`config.mk`:
```
export PLATFORM = sky130hd
export DESIGN_NAME = ddr_phy_top
export DESIGN_NICKNAME = d
export VERILOG_FILES = /design/src/hw/ddr_phy_pkg.sv /design/src/hw/ddr_phy_top.sv /design/src/hw/ddr_read_path.sv /design/src/hw/ddr_write_path.sv
export VERILOG_INCLUDE_DIRS = /design/src /design/src/hw
export SDC_FILE = /design/constraint.sdc
export NUM_CORES = 1
export LEC_CHECK = 0
export ABC_CLOCK_PERIOD_IN_PS = 5800
export BUFFER_PORTS_ARGS = -buffer_cell sky130_fd_sc_hd__buf_2
export CORE_MARGIN = 2
export CORE_UTILIZATION = 53
export DETAILED_ROUTE_END_ITERATION = 10
export PLACE_DENSITY = 0.8
export SLEW_MARGIN = 20
export SYNTH_ARGS = -nofsm -noshare
export SYNTH_HDL_FRONTEND = slang
export SYNTH_SLANG_ARGS = --single-unit
```
`constraint.sdc`:
```
create_clock -name pll_mem_clk -period 5.8 [get_ports pll_mem_clk]
set_input_delay 0.58 -clock pll_mem_clk [delete_from_list [all_inputs] [get_ports pll_mem_clk]]
set_output_delay 0.58 -clock pll_mem_clk [all_outputs]
set_load 0.005 [all_outputs]
```
`src/hw/ddr_phy_config.svh`:
```
// Build-time sizes and options of the DDR PHY pad logic, included by the package and the RTL
`ifndef DDR_PHY_CONFIG_SVH
`define DDR_PHY_CONFIG_SVH

// ##########################################################################
// DQ group geometry
// ##########################################################################

// Number of DQ pins in the group
`define DDR_PIN_WIDTH 8

// Beats carried by one half-rate word
`define DDR_HR_BEATS 4

// Beats carried by one full-rate pad cycle, low and high
`define DDR_FR_BEATS 2

// ##########################################################################
// Read capture options
// ##########################################################################

// 1 swaps the low and high beat of every sampled pad pair
`define DDR_REVERSE_READ_WORDS 0

`endif

```
`src/hw/ddr_phy_pkg.sv`:
```
// Shared packed types for half-rate controller words and full-rate pad signals
`default_nettype none

`include "ddr_phy_config.svh"

package ddr_phy_pkg;

    // One beat across every DQ pin
    typedef logic [`DDR_PIN_WIDTH-1:0] dq_beat_t;

    // ######################################################################
    // Controller side, half rate
    // ######################################################################

    // Write request, t0 is the first beat on the wire
    typedef struct packed {
        logic [1:0]               dqs_en;   // DQS enable per full-rate cycle
        logic [`DDR_PIN_WIDTH-1:0] oe1;     // DQ enable, second cycle
        logic [`DDR_PIN_WIDTH-1:0] oe0;     // DQ enable, first cycle
        dq_beat_t                 t3;
        dq_beat_t                 t2;
        dq_beat_t                 t1;
        dq_beat_t                 t0;
    } hr_wr_word_t;

    // Read word assembled from two pad cycles
    typedef struct packed {
        dq_beat_t t3;
        dq_beat_t t2;
        dq_beat_t t1;
        dq_beat_t t0;
    } hr_rd_word_t;

    // ######################################################################
    // Pad side, full rate
    // ######################################################################

    typedef struct packed {
        logic                      dqs_oe;  // Drives the DQS buffer enable
        logic [`DDR_PIN_WIDTH-1:0] dq_oe;   // Per-pin DQ enable
        dq_beat_t                  hi;      // Beat launched on the falling half
        dq_beat_t                  lo;      // Beat launched on the rising half
    } fr_pad_out_t;

    typedef struct packed {
        dq_beat_t hi;
        dq_beat_t lo;
    } fr_pad_in_t;

endpackage

`default_nettype wire

```
`src/hw/ddr_phy_top.sv`:
```
// DDR PHY DQ/DQS pad logic top, joins the write and read paths between controller and pads
`default_nettype none
`timescale 1ns/1ps

module ddr_phy_top (
    input  wire                          pll_mem_clk,
    input  wire                          rst_n,

    // ######################################################################
    // Controller side
    // ######################################################################
    input  wire ddr_phy_pkg::hr_wr_word_t wr_word,
    input  wire                          wr_strobe,
    output ddr_phy_pkg::hr_rd_word_t     rd_word,
    output logic                         rd_strobe,

    // ######################################################################
    // Pad side
    // ######################################################################
    output ddr_phy_pkg::fr_pad_out_t     pad_out,
    input  wire ddr_phy_pkg::fr_pad_in_t pad_in,
    input  wire                          rd_capture
);

    // Controller to pads
    ddr_write_path i_write_path (
        .pll_mem_clk (pll_mem_clk),
        .rst_n       (rst_n),
        .wr_word     (wr_word),
        .wr_strobe   (wr_strobe),
        .pad_out     (pad_out)
    );

    // Pads to controller
    ddr_read_path i_read_path (
        .pll_mem_clk (pll_mem_clk),
        .rst_n       (rst_n),
        .pad_in      (pad_in),
        .rd_capture  (rd_capture),
        .rd_word     (rd_word),
        .rd_strobe   (rd_strobe)
    );

endmodule

`default_nettype wire

```
`src/hw/ddr_read_path.sv`:
```
// Read capture instantiated by the PHY top to pair full-rate pad samples into half-rate words
`default_nettype none
`timescale 1ns/1ps

`include "ddr_phy_config.svh"

module ddr_read_path (
    input  wire                       pll_mem_clk,
    input  wire                       rst_n,
    input  wire ddr_phy_pkg::fr_pad_in_t pad_in,
    input  wire                       rd_capture,   // High while sampling
    output ddr_phy_pkg::hr_rd_word_t  rd_word,
    output logic                      rd_strobe     // One cycle per assembled word
);

    import ddr_phy_pkg::*;

    localparam bit REVERSE = (`DDR_REVERSE_READ_WORDS != 0);

    fr_pad_in_t smp;          // Pad pair after the optional swap
    fr_pad_in_t first_q;      // First half of the pair being built
    logic       cap_q;        // rd_capture one cycle ago
    logic       phase_q;      // Set while the second half is expected
    logic       is_first;

    // ######################################################################
    // Sample ordering and pair phase
    // ######################################################################

    always_comb
    begin
        if (REVERSE)
        begin
            smp.lo = pad_in.hi;
            smp.hi = pad_in.lo;
        end
        else
            smp = pad_in;

        // Rising edge of capture always starts a new pair
        is_first = ~cap_q | ~phase_q;
    end

    // First half of each pair
    always_ff @(posedge pll_mem_clk)
    begin
        if (rd_capture && is_first)
            first_q <= smp;
    end

    // ######################################################################
    // Word assembly
    // ######################################################################

    always_ff @(posedge pll_mem_clk or negedge rst_n)
    begin
        if (!rst_n)
        begin
            cap_q     <= 1'b0;
            phase_q   <= 1'b0;
            rd_strobe <= 1'b0;
            rd_word   <= '0;
        end
        else
        begin
            cap_q     <= rd_capture;
            rd_strobe <= rd_capture & ~is_first;
            if (rd_capture)
            begin
                phase_q <= is_first;   // An odd leftover stays parked here
                if (!is_first)
                begin
                    rd_word.t0 <= first_q.lo;
                    rd_word.t1 <= first_q.hi;
                    rd_word.t2 <= smp.lo;
                    rd_word.t3 <= smp.hi;
                end
            end
        end
    end

    // ######################################################################
    // Checks
    // ######################################################################

    // Each word needs two samples
    a_strobe_gap: assert property (
        @(posedge pll_mem_clk) disable iff (!rst_n)
        rd_strobe |=> !rd_strobe
    )
    else
        $error("rd_strobe pulsed on two consecutive cycles");

endmodule

`default_nettype wire

```
`src/hw/ddr_write_path.sv`:
```
// Write serializer instantiated by the PHY top to put half-rate words onto full-rate pad cycles
`default_nettype none
`timescale 1ns/1ps

`include "ddr_phy_config.svh"

module ddr_write_path (
    input  wire                        pll_mem_clk,
    input  wire                        rst_n,
    input  wire ddr_phy_pkg::hr_wr_word_t wr_word,
    input  wire                        wr_strobe,  // Single cycle without back-pressure
    output ddr_phy_pkg::fr_pad_out_t   pad_out
);

    import ddr_phy_pkg::*;

    // ######################################################################
    // Word hold and phase
    // ######################################################################

    hr_wr_word_t word_q;      // Accepted word that supplies the second half
    logic        phase_q;     // Set while the second half is due

    // Pad mux inputs
    hr_wr_word_t                  src;
    dq_beat_t [`DDR_HR_BEATS-1:0] src_beats;
    logic                         half;       // Selects the second beat pair
    int unsigned                  pair_base;
    logic                         wr_active;

    logic dqs_fr_q;           // DQS enable before the extra stage

    // Word capture on the strobe
    always_ff @(posedge pll_mem_clk)
    begin
        if (wr_strobe)
            word_q <= wr_word;
    end

    // Phase restarts on every strobe and falls back to idle after the second half
    always_ff @(posedge pll_mem_clk or negedge rst_n)
    begin
        if (!rst_n)
            phase_q <= 1'b0;
        else
            phase_q <= wr_strobe;
    end

    // ######################################################################
    // Half-rate to full-rate select
    // ######################################################################

    always_comb
    begin
        // A new word goes straight to the pads while the held one supplies the rest
        src       = wr_strobe ? wr_word : word_q;
        half      = phase_q & ~wr_strobe;
        wr_active = wr_strobe | phase_q;
        src_beats = {src.t3, src.t2, src.t1, src.t0};
        pair_base = `DDR_FR_BEATS * 32'(half);
    end

    // ######################################################################
    // Pad registers
    // ######################################################################

    always_ff @(posedge pll_mem_clk or negedge rst_n)
    begin
        if (!rst_n)
        begin
            pad_out  <= '0;
            dqs_fr_q <= 1'b0;
        end
        else
        begin
            pad_out.dq_oe <= wr_active ? (half ? src.oe1 : src.oe0) : '0;

            dqs_fr_q       <= wr_active & src.dqs_en[half];
            pad_out.dqs_oe <= dqs_fr_q;   // DQS enable trails the data by one cycle

            // Beats hold their last value while idle
            if (wr_active)
            begin
                pad_out.lo <= src_beats[pair_base];
                pad_out.hi <= src_beats[pair_base + 1];
            end
        end
    end

    // ######################################################################
    // Checks
    // ######################################################################

    // A word occupies two pad cycles so strobes need a one-cycle gap
    a_strobe_spacing: assert property (
        @(posedge pll_mem_clk) disable iff (!rst_n)
        wr_strobe |=> !wr_strobe
    )
    else
        $error("wr_strobe asserted on two consecutive cycles");

endmodule

`default_nettype wire

```
==> results of run 1 <==
[cell usage in the layout (no fill, tap or decap)]
cell / count
clkinv_2: 1
o21ai_0: 16
a21boi_1: 1
nor2b_1: 1
mux2i_1: 16
clkinv_4: 1
clkbuf_1: 1
dfrtp_1: 62
dfxtp_1: 25
buf_2: 127
mux2_4: 28
clkbuf_8: 10
nand2_1: 16
bufinv_16: 2
o21a_1: 1
mux2_2: 29
buf_4: 3
a22o_1: 9
clkinvlp_4: 1
edfxtp_1: 16
inv_1: 1
nand3_4: 1
[power by group through the flow]
stage          Clock (mW)  Combinational, mW  Sequential, mW
2_1_floorplan           0              0.134           0.888
3_3_place_gp            0              0.244           0.886
3_5_place_dp            0              0.254           0.891
4_1_cts             0.501              0.254           0.876
5_1_grt             0.531              0.274           0.887
6_report            0.483              0.249           0.875
[final cells by class]
| cell class | instances | area share (%) |
|---|---|---|
| clock inverters | 5 | 1.730 |
| clock buffers | 11 | 3.007 |
| inverters | 1 | 0.07983 |
| well taps | 96 | 2.555 |
| repair buffers | 130 | 14.00 |
| flip-flops and latches | 103 | 53.86 |
| multi-input cells | 118 | 24.77 |
[cell families (layout without fill, tap and decap cells)]
group	Yosys count	count (layout)
mux	73	73
buf+inv	16	147
compound gates	27	27
simple gates	18	18
flops	103	103
[through the flow]
stage          instance area, um2  power, mW  utilization [%]  setup slack (ns)
3_5_place_dp                 4479      1.145            65.21             3.920
4_1_cts                      4702      1.631            68.45             3.967
6_report                     4702      1.608            68.45             4.006
2_1_floorplan                3809      1.021                -             3.572
5_1_grt                      4702      1.692            68.45             3.823
3_3_place_gp                 4479      1.130            65.21             3.965
[registers in the layout, indices dropped and copies added, names as in the netlist]
name and cells:
i_read_path.phase_q 1, i_read_path.rd_strobe 1, i_write_path.pad_out 25, i_read_path.first_q 16, i_write_path.phase_q 1, i_write_path.dqs_fr_q 1, i_write_path.word_q 25, i_read_path.cap_q 1
i_read_path.rd_word 32
[worst max-delay path by stage]
stage | startpoint | endpoint | slack (ns) | cells past startpoint
finish | i_write_path.phase_q$_DFF_PN0_ | i_write_path.pad_out[17]$_DFF_PN0_ | 4.01 | 2
floorplan | rd_capture | i_read_path.first_q[0]$_DFFE_PP_ | 3.57 | 1
global placement | wr_strobe | i_write_path.pad_out[23]$_DFF_PN0_ | 3.97 | 4
detailed placement | wr_strobe | i_write_path.pad_out[22]$_DFF_PN0_ | 3.92 | 4
global route | i_write_path.phase_q$_DFF_PN0_ | i_write_path.pad_out[19]$_DFF_PN0_ | 3.82 | 2
CTS | i_write_path.phase_q$_DFF_PN0_ | i_write_path.pad_out[17]$_DFF_PN0_ | 3.97 | 2
[worst max-delay path, delay by kind of cell, from the launching register on]
kind | cells | cell delay, ns
DFF | 1 | 0.94
and+or+nand+nor | 1 | 0.58
AOI/OAI and AO/OA | 1 | 0.21
[layer usage]
metal	vias to the layer above	global-route usage, %
li1	1091	-
met1	1111	21.82
met2	81	29.65
met3	6	6.996
met4	0	5.785
met5	-	0
==> flow_metrics.py, run 1 <==
metrics = {
    "die": {
        "start_util_pct": 55.45,
        "rows": 30,
        "coreArea_mm2": 0.006869,
        "die_area_mm2": 0.007880,
        "die_w_um": 88.77,
        "die_h_um": 88.77,
        "pin_count": 128,
    },
    "synth": {
        "syn_area_per_cell_um2": 16.07,
        "synth_xor_area_share_pct": 0,
        "synth.distinct_cells": 18,
        "yosys.area_share.adder_pct": 0,
        "synthArstFlopShare_pct": 60.19,
        "synth-warning-count": 0,
        "ys_dominant_reg_cell": "dfrtp_1",
        "seq_area_frac_synth_pct": 66.49,
        "synth_seq_cells": 103,
        "synth_top_family_by_area": "multiplexers",
        "synthesis.nets": 307,
        "synthCells": 237,
        "synth_top_area_cell": "dfrtp_1",
        "synth_compound_area_share_pct": 4.566,
        "synthTopCellsByCount": "62 x dfrtp_1, 29 x mux2_2, 28 x mux2_4",
        "synth.most_common_cell": "dfrtp_1",
        "synth_mux_area_share_pct": 23.82,
        "synth_top_area_share_pct": 40.74,
        "synth-edff-count": 16,
        "yosys.area_share.simple_pct": 2.201,
        "syn_area_mm2": 0.003809,
        "ys_top_cells_by_area": "dfrtp_1 41%, dfxtp_1 13%, edfxtp_1 13%",
    },
    "power": {
        "p_leak_nw": 2.315,
        "power_frac_comb_pct": 15.5,
        "power_switching_mw": 0.3710,
        "switching_share_pct": 23.07,
        "ir_drop_mv": 0.1499,
        "power_density_mw_per_mm2": 342.0,
        "pwr-share-clk_pct": 30.1,
        "intPower_mw": 1.237,
        "power_frac_seq_pct": 54.4,
    },
    "worst_setup_path": {
        "required_ns": 6.09,
        "cp-end-kind": "flop",
        "slowest_delay_ns": 0.94,
        "rr_endpoint": "i_write_path.pad_out[17]$_DFF_PN0_",
        "cp_slowest_cell": "dfrtp_1",
        "rrSetupSlack_ns": 4.01,
        "reg2reg_from": "i_write_path.phase_q$_DFF_PN0_",
        "r2r.worst_path.cells": 2,
        "crit_chain": "nor2b_1 -> a22o_1",
        "critPathKind": "flop to flop",
        "start_kind": "flop",
        "crit_arrival_ns": 2.08,
        "path_max_fanout": 17,
    },
    "sta": {
        "skew_ns": 0.009435,
        "worstMarginPinSlew_ns": 0.9014,
        "hold_ws_ns": 0.2383,
        "rsz0062_at_grt": "false",
        "period_share_pct": 30.93,
        "slew_violations": 0,
        "min_period_ns": 1.794,
        "max_clock_freq_mhz": 557.4,
        "relSlewSlack_pct": 39.91,
        "tns_ns": 0,
        "finalSetupViolations": 0,
        "finalHoldViolCount": 0,
    },
    "cts": {
        "clock_latency_ns": 0.35,
        "clockRootBuffer": "clkbuf_8",
        "h-tree-depth": 3,
        "clockBufferDepth": 2,
        "clock-sinks": 103,
        "cts_resized": 0,
        "cts_tree": "done",
        "hold_buffers": 0,
        "cts.clk_slew.worst_paths_ns": 0.09,
        "postCtsSetupRepairBufs": 0,
        "cts_buffers": 9,
    },
    "detailed_routing": {
        "met3_length_um": 549,
        "drc_errors": 0,
        "vias": 2289,
        "top_layer_used": "met4",
        "drt_iter0_drc": 58,
        "met1_length_um": 2923,
        "met2_length_um": 3356,
        "drt-total-wl_um": 6908,
        "firstDrtPassIters": 4,
        "routed_via_density": 4.933,
        "ant_nets": 0,
        "wl_per_cell_um": 14.89,
    },
    "finish": {
        "fin_cells": 464,
        "seq_area_mm2": 0.002532,
        "drive_above_1_share_pct": 55.16,
        "final_nets": 433,
        "diodes": 0,
        "area_growth_pct": 23.46,
        "fillers": 521,
        "multi_input_area_mm2": 0.001165,
    },
    "global_route": {
        "grt_pass1_wl_um": 10580,
        "antenna_found_initial": 0,
        "grt_use_total_pct": 17.98,
        "grt_max_degree": 69,
        "first_global_vias": 2230,
        "overflow": 0,
    },
    "placed_design": {
        "hpwl_um": 4969,
        "io_buffers": 127,
        "dp.cells": 448,
        "gp_congestion": 0.6728,
    },
    "status": {
        "outcome": "completed",
    },
    "min_path": {
        "hp-class": "input pin to async pin",
    },
    "flow_run": {
        "max-cap-violations": 0,
    },
}
Note: power is estimated with default switching activity, not from simulation.
==> inputs of run 2 (changes only) <==
Settings changed: ABC_AREA set to 1, ABC_CLOCK_PERIOD_IN_PS 5800 to 1900, CORE_UTILIZATION 53 to 49, PLACE_DENSITY 0.8 to 0.75.
Clock period 5.8 ns to 1.9 ns, I/O delays scaled along.
==> flow_metrics.py, run 2 <==
metrics = {
    "detailed_routing": {
        "wl_per_cell_um": 12.97,
        "routed_via_density": 4.965,
        "drt_iter0_drc": 102,
        "ant_nets": 0,
        "vias": 3078,
        "drc_errors": 0,
        "firstDrtPassIters": 4,
        "drt-total-wl_um": 8043,
    },
    "finish": {
        "final_common_cell": "nand2_1",
        "diodes": 0,
        "regMostFlops": "i_read_path.rd_word",
        "top_regs": "i_read_path.rd_word: 32 flops, i_write_path.pad_out: 25 flops, i_write_path.word_q: 25 flops",
        "layout_common_cells": "164 x nand2_1, 127 x buf_2, 62 x dfrtp_1",
        "largest_reg_flops": 32,
        "final_nets": 583,
        "drive_above_1_share_pct": 31.27,
        "fin_cells": 620,
        "area_growth_pct": 21.22,
    },
    "global_route": {
        "grt_max_degree": 40,
        "grt_use_total_pct": 19.01,
        "grt_pass1_wl_um": 13100,
        "first_global_vias": 2898,
        "antenna_found_initial": 0,
        "overflow": 0,
    },
    "worst_setup_path": {
        "required_ns": 2.16,
        "reg2reg_from": "i_write_path.phase_q$_DFF_PN0_",
        "r2r.worst_path.cells": 2,
        "cp-end-kind": "flop",
        "slowest_delay_ns": 0.81,
        "critPathKind": "flop to flop",
        "crit_arrival_ns": 1.71,
        "rr_endpoint": "i_write_path.pad_out[21]$_DFF_PN0_",
        "cp_slowest_cell": "dfrtp_1",
        "critical_path.top_delay_family": "flip-flops",
        "path_max_fanout": 19,
        "crit_chain": "nand2_1 -> o21ai_0",
        "start_kind": "flop",
        "crit_buf_inv": 0,
        "rrSetupSlack_ns": 0.45,
        "cp-startpoint": "i_write_path.phase_q$_DFF_PN0_",
    },
    "placed_design": {
        "dp_slack_ns": 0.4245,
        "hpwl_um": 5758,
        "gp_congestion": 0.8049,
        "io_buffers": 127,
        "dp.cells": 603,
    },
    "synth": {
        "synth_seq_cells": 103,
        "synth_top_area_cell": "dfrtp_1",
        "synthesis.nets": 465,
        "ys_top_cells_by_area": "dfrtp_1 39%, nand2_1 16%, dfxtp_1 13%",
        "synth_top_area_share_pct": 39.39,
        "syn_area_per_cell_um2": 9.972,
        "synthCells": 395,
        "synth.most_common_cell": "nand2_1",
        "syn_area_mm2": 0.003939,
        "synth-edff-count": 16,
        "synthArstFlopShare_pct": 60.19,
        "synthTopCellsByCount": "164 x nand2_1, 62 x dfrtp_1, 33 x nand3_1",
        "synth-warning-count": 0,
        "synth.distinct_cells": 18,
        "ys_dominant_reg_cell": "dfrtp_1",
        "seq_area_frac_synth_pct": 64.29,
    },
    "die": {
        "die_w_um": 93.66,
        "start_util_pct": 50.71,
        "rows": 32,
        "die_h_um": 93.66,
        "die_area_mm2": 0.008771,
        "pin_count": 128,
        "coreArea_mm2": 0.007767,
    },
    "sta": {
        "finalSetupViolations": 0,
        "rsz0062_at_grt": "false",
        "min_period_ns": 1.447,
        "finalHoldViolCount": 0,
        "hold_ws_ns": 0.02584,
        "setup_ws_ns": 0.4533,
        "tns_ns": 0,
        "max_clock_freq_mhz": 691.2,
        "skew_ns": 0.008859,
        "period_share_pct": 76.14,
        "relSlewSlack_pct": 52.35,
        "slew_violations": 0,
        "worstMarginPinSlew_ns": 0.7147,
    },
    "cts": {
        "cts_buffers": 9,
        "cts.clk_slew.worst_paths_ns": 0.09,
        "cts_resized": 0,
        "clockRootBuffer": "clkbuf_8",
        "cts_tree": "done",
        "h-tree-depth": 3,
        "clock-sinks": 103,
        "clock_latency_ns": 0.35,
        "clockBufferDepth": 2,
    },
    "min_path": {
        "hp-start": "pad_in[2]",
        "hp-class": "input pin to flop",
        "holdPathStages": 1,
        "hold_path_end": "i_read_path.first_q[2]$_DFFE_PP_",
    },
    "flow_run": {
        "max-cap-violations": 0,
    },
    "power": {
        "ir_drop_mv": 0.4143,
        "p_leak_nw": 2.506,
        "power_mw": 4.638,
        "power_density_mw_per_mm2": 971.4,
    },
    "status": {
        "outcome": "completed",
    },
}
run 2: worst max path at each step:
stage / to / slack, ns / depth (start not counted)
after floorplan: i_read_path.first_q[0]$_DFFE_PP_ / 0.18 / 2
after global placement: i_write_path.pad_out[23]$_DFF_PN0_ / 0.48 / 2
after detailed placement: i_write_path.pad_out[17]$_DFF_PN0_ / 0.42 / 2
after CTS: i_write_path.pad_out[21]$_DFF_PN0_ / 0.41 / 2
after global routing: i_write_path.pad_out[21]$_DFF_PN0_ / 0.24 / 2
final: i_write_path.pad_out[21]$_DFF_PN0_ / 0.45 / 2
run 2: what timing repair did:
action | CTS | global route
hold endpoints to repair | 23 | 0
hold buffers | 1 | 0
buffers inserted | 0 | 0
run 2: stage by stage:
step / util [%] / area [um2]
final: 61.47 / 4775
after global routing: 61.47 / 4775
after CTS: 61.47 / 4775
after detailed placement: 58.81 / 4568
after global placement: 58.81 / 4568
after floorplan: - / 3939
run 2: kinds of logic (layout without fill, tap and decap cells):
kind of cell	after synthesis	after routing	share of synthesized area (%)
compound gates	18	18	3.113
buf+inv	41	164	6.544
flops	103	103	64.29
simple gates	233	233	26.05
run 2: layout make-up:
cell class              count  area, um2
clock inverters             5      55.05
repair buffers            137      725.7
flip-flops and latches    103       2532
well taps                 102      127.6
clock buffers              11      141.4
multi-input cells         251       1149
fillers                   701       2993
inverters                  11      43.79
run 2: where the power goes:
part / switching, mW / total [mW] / internal [mW]
logic: 0.371 / 0.679 / 0.308
registers: 0.128 / 2.62 / 2.49
clock network: 0.694 / 1.34 / 0.646
run 2: metal layers:
| layer | vias up | GRT usage (%) | part of all wire, % |
|---|---|---|---|
| met5 | - | 0 | 0 |
| met4 | 0 | 6.280 | 0.99 |
| met3 | 8 | 3.933 | 6.1 |
| met2 | 107 | 31.53 | 50 |
| met1 | 1432 | 25.13 | 43 |
| li1 | 1531 | - | - |
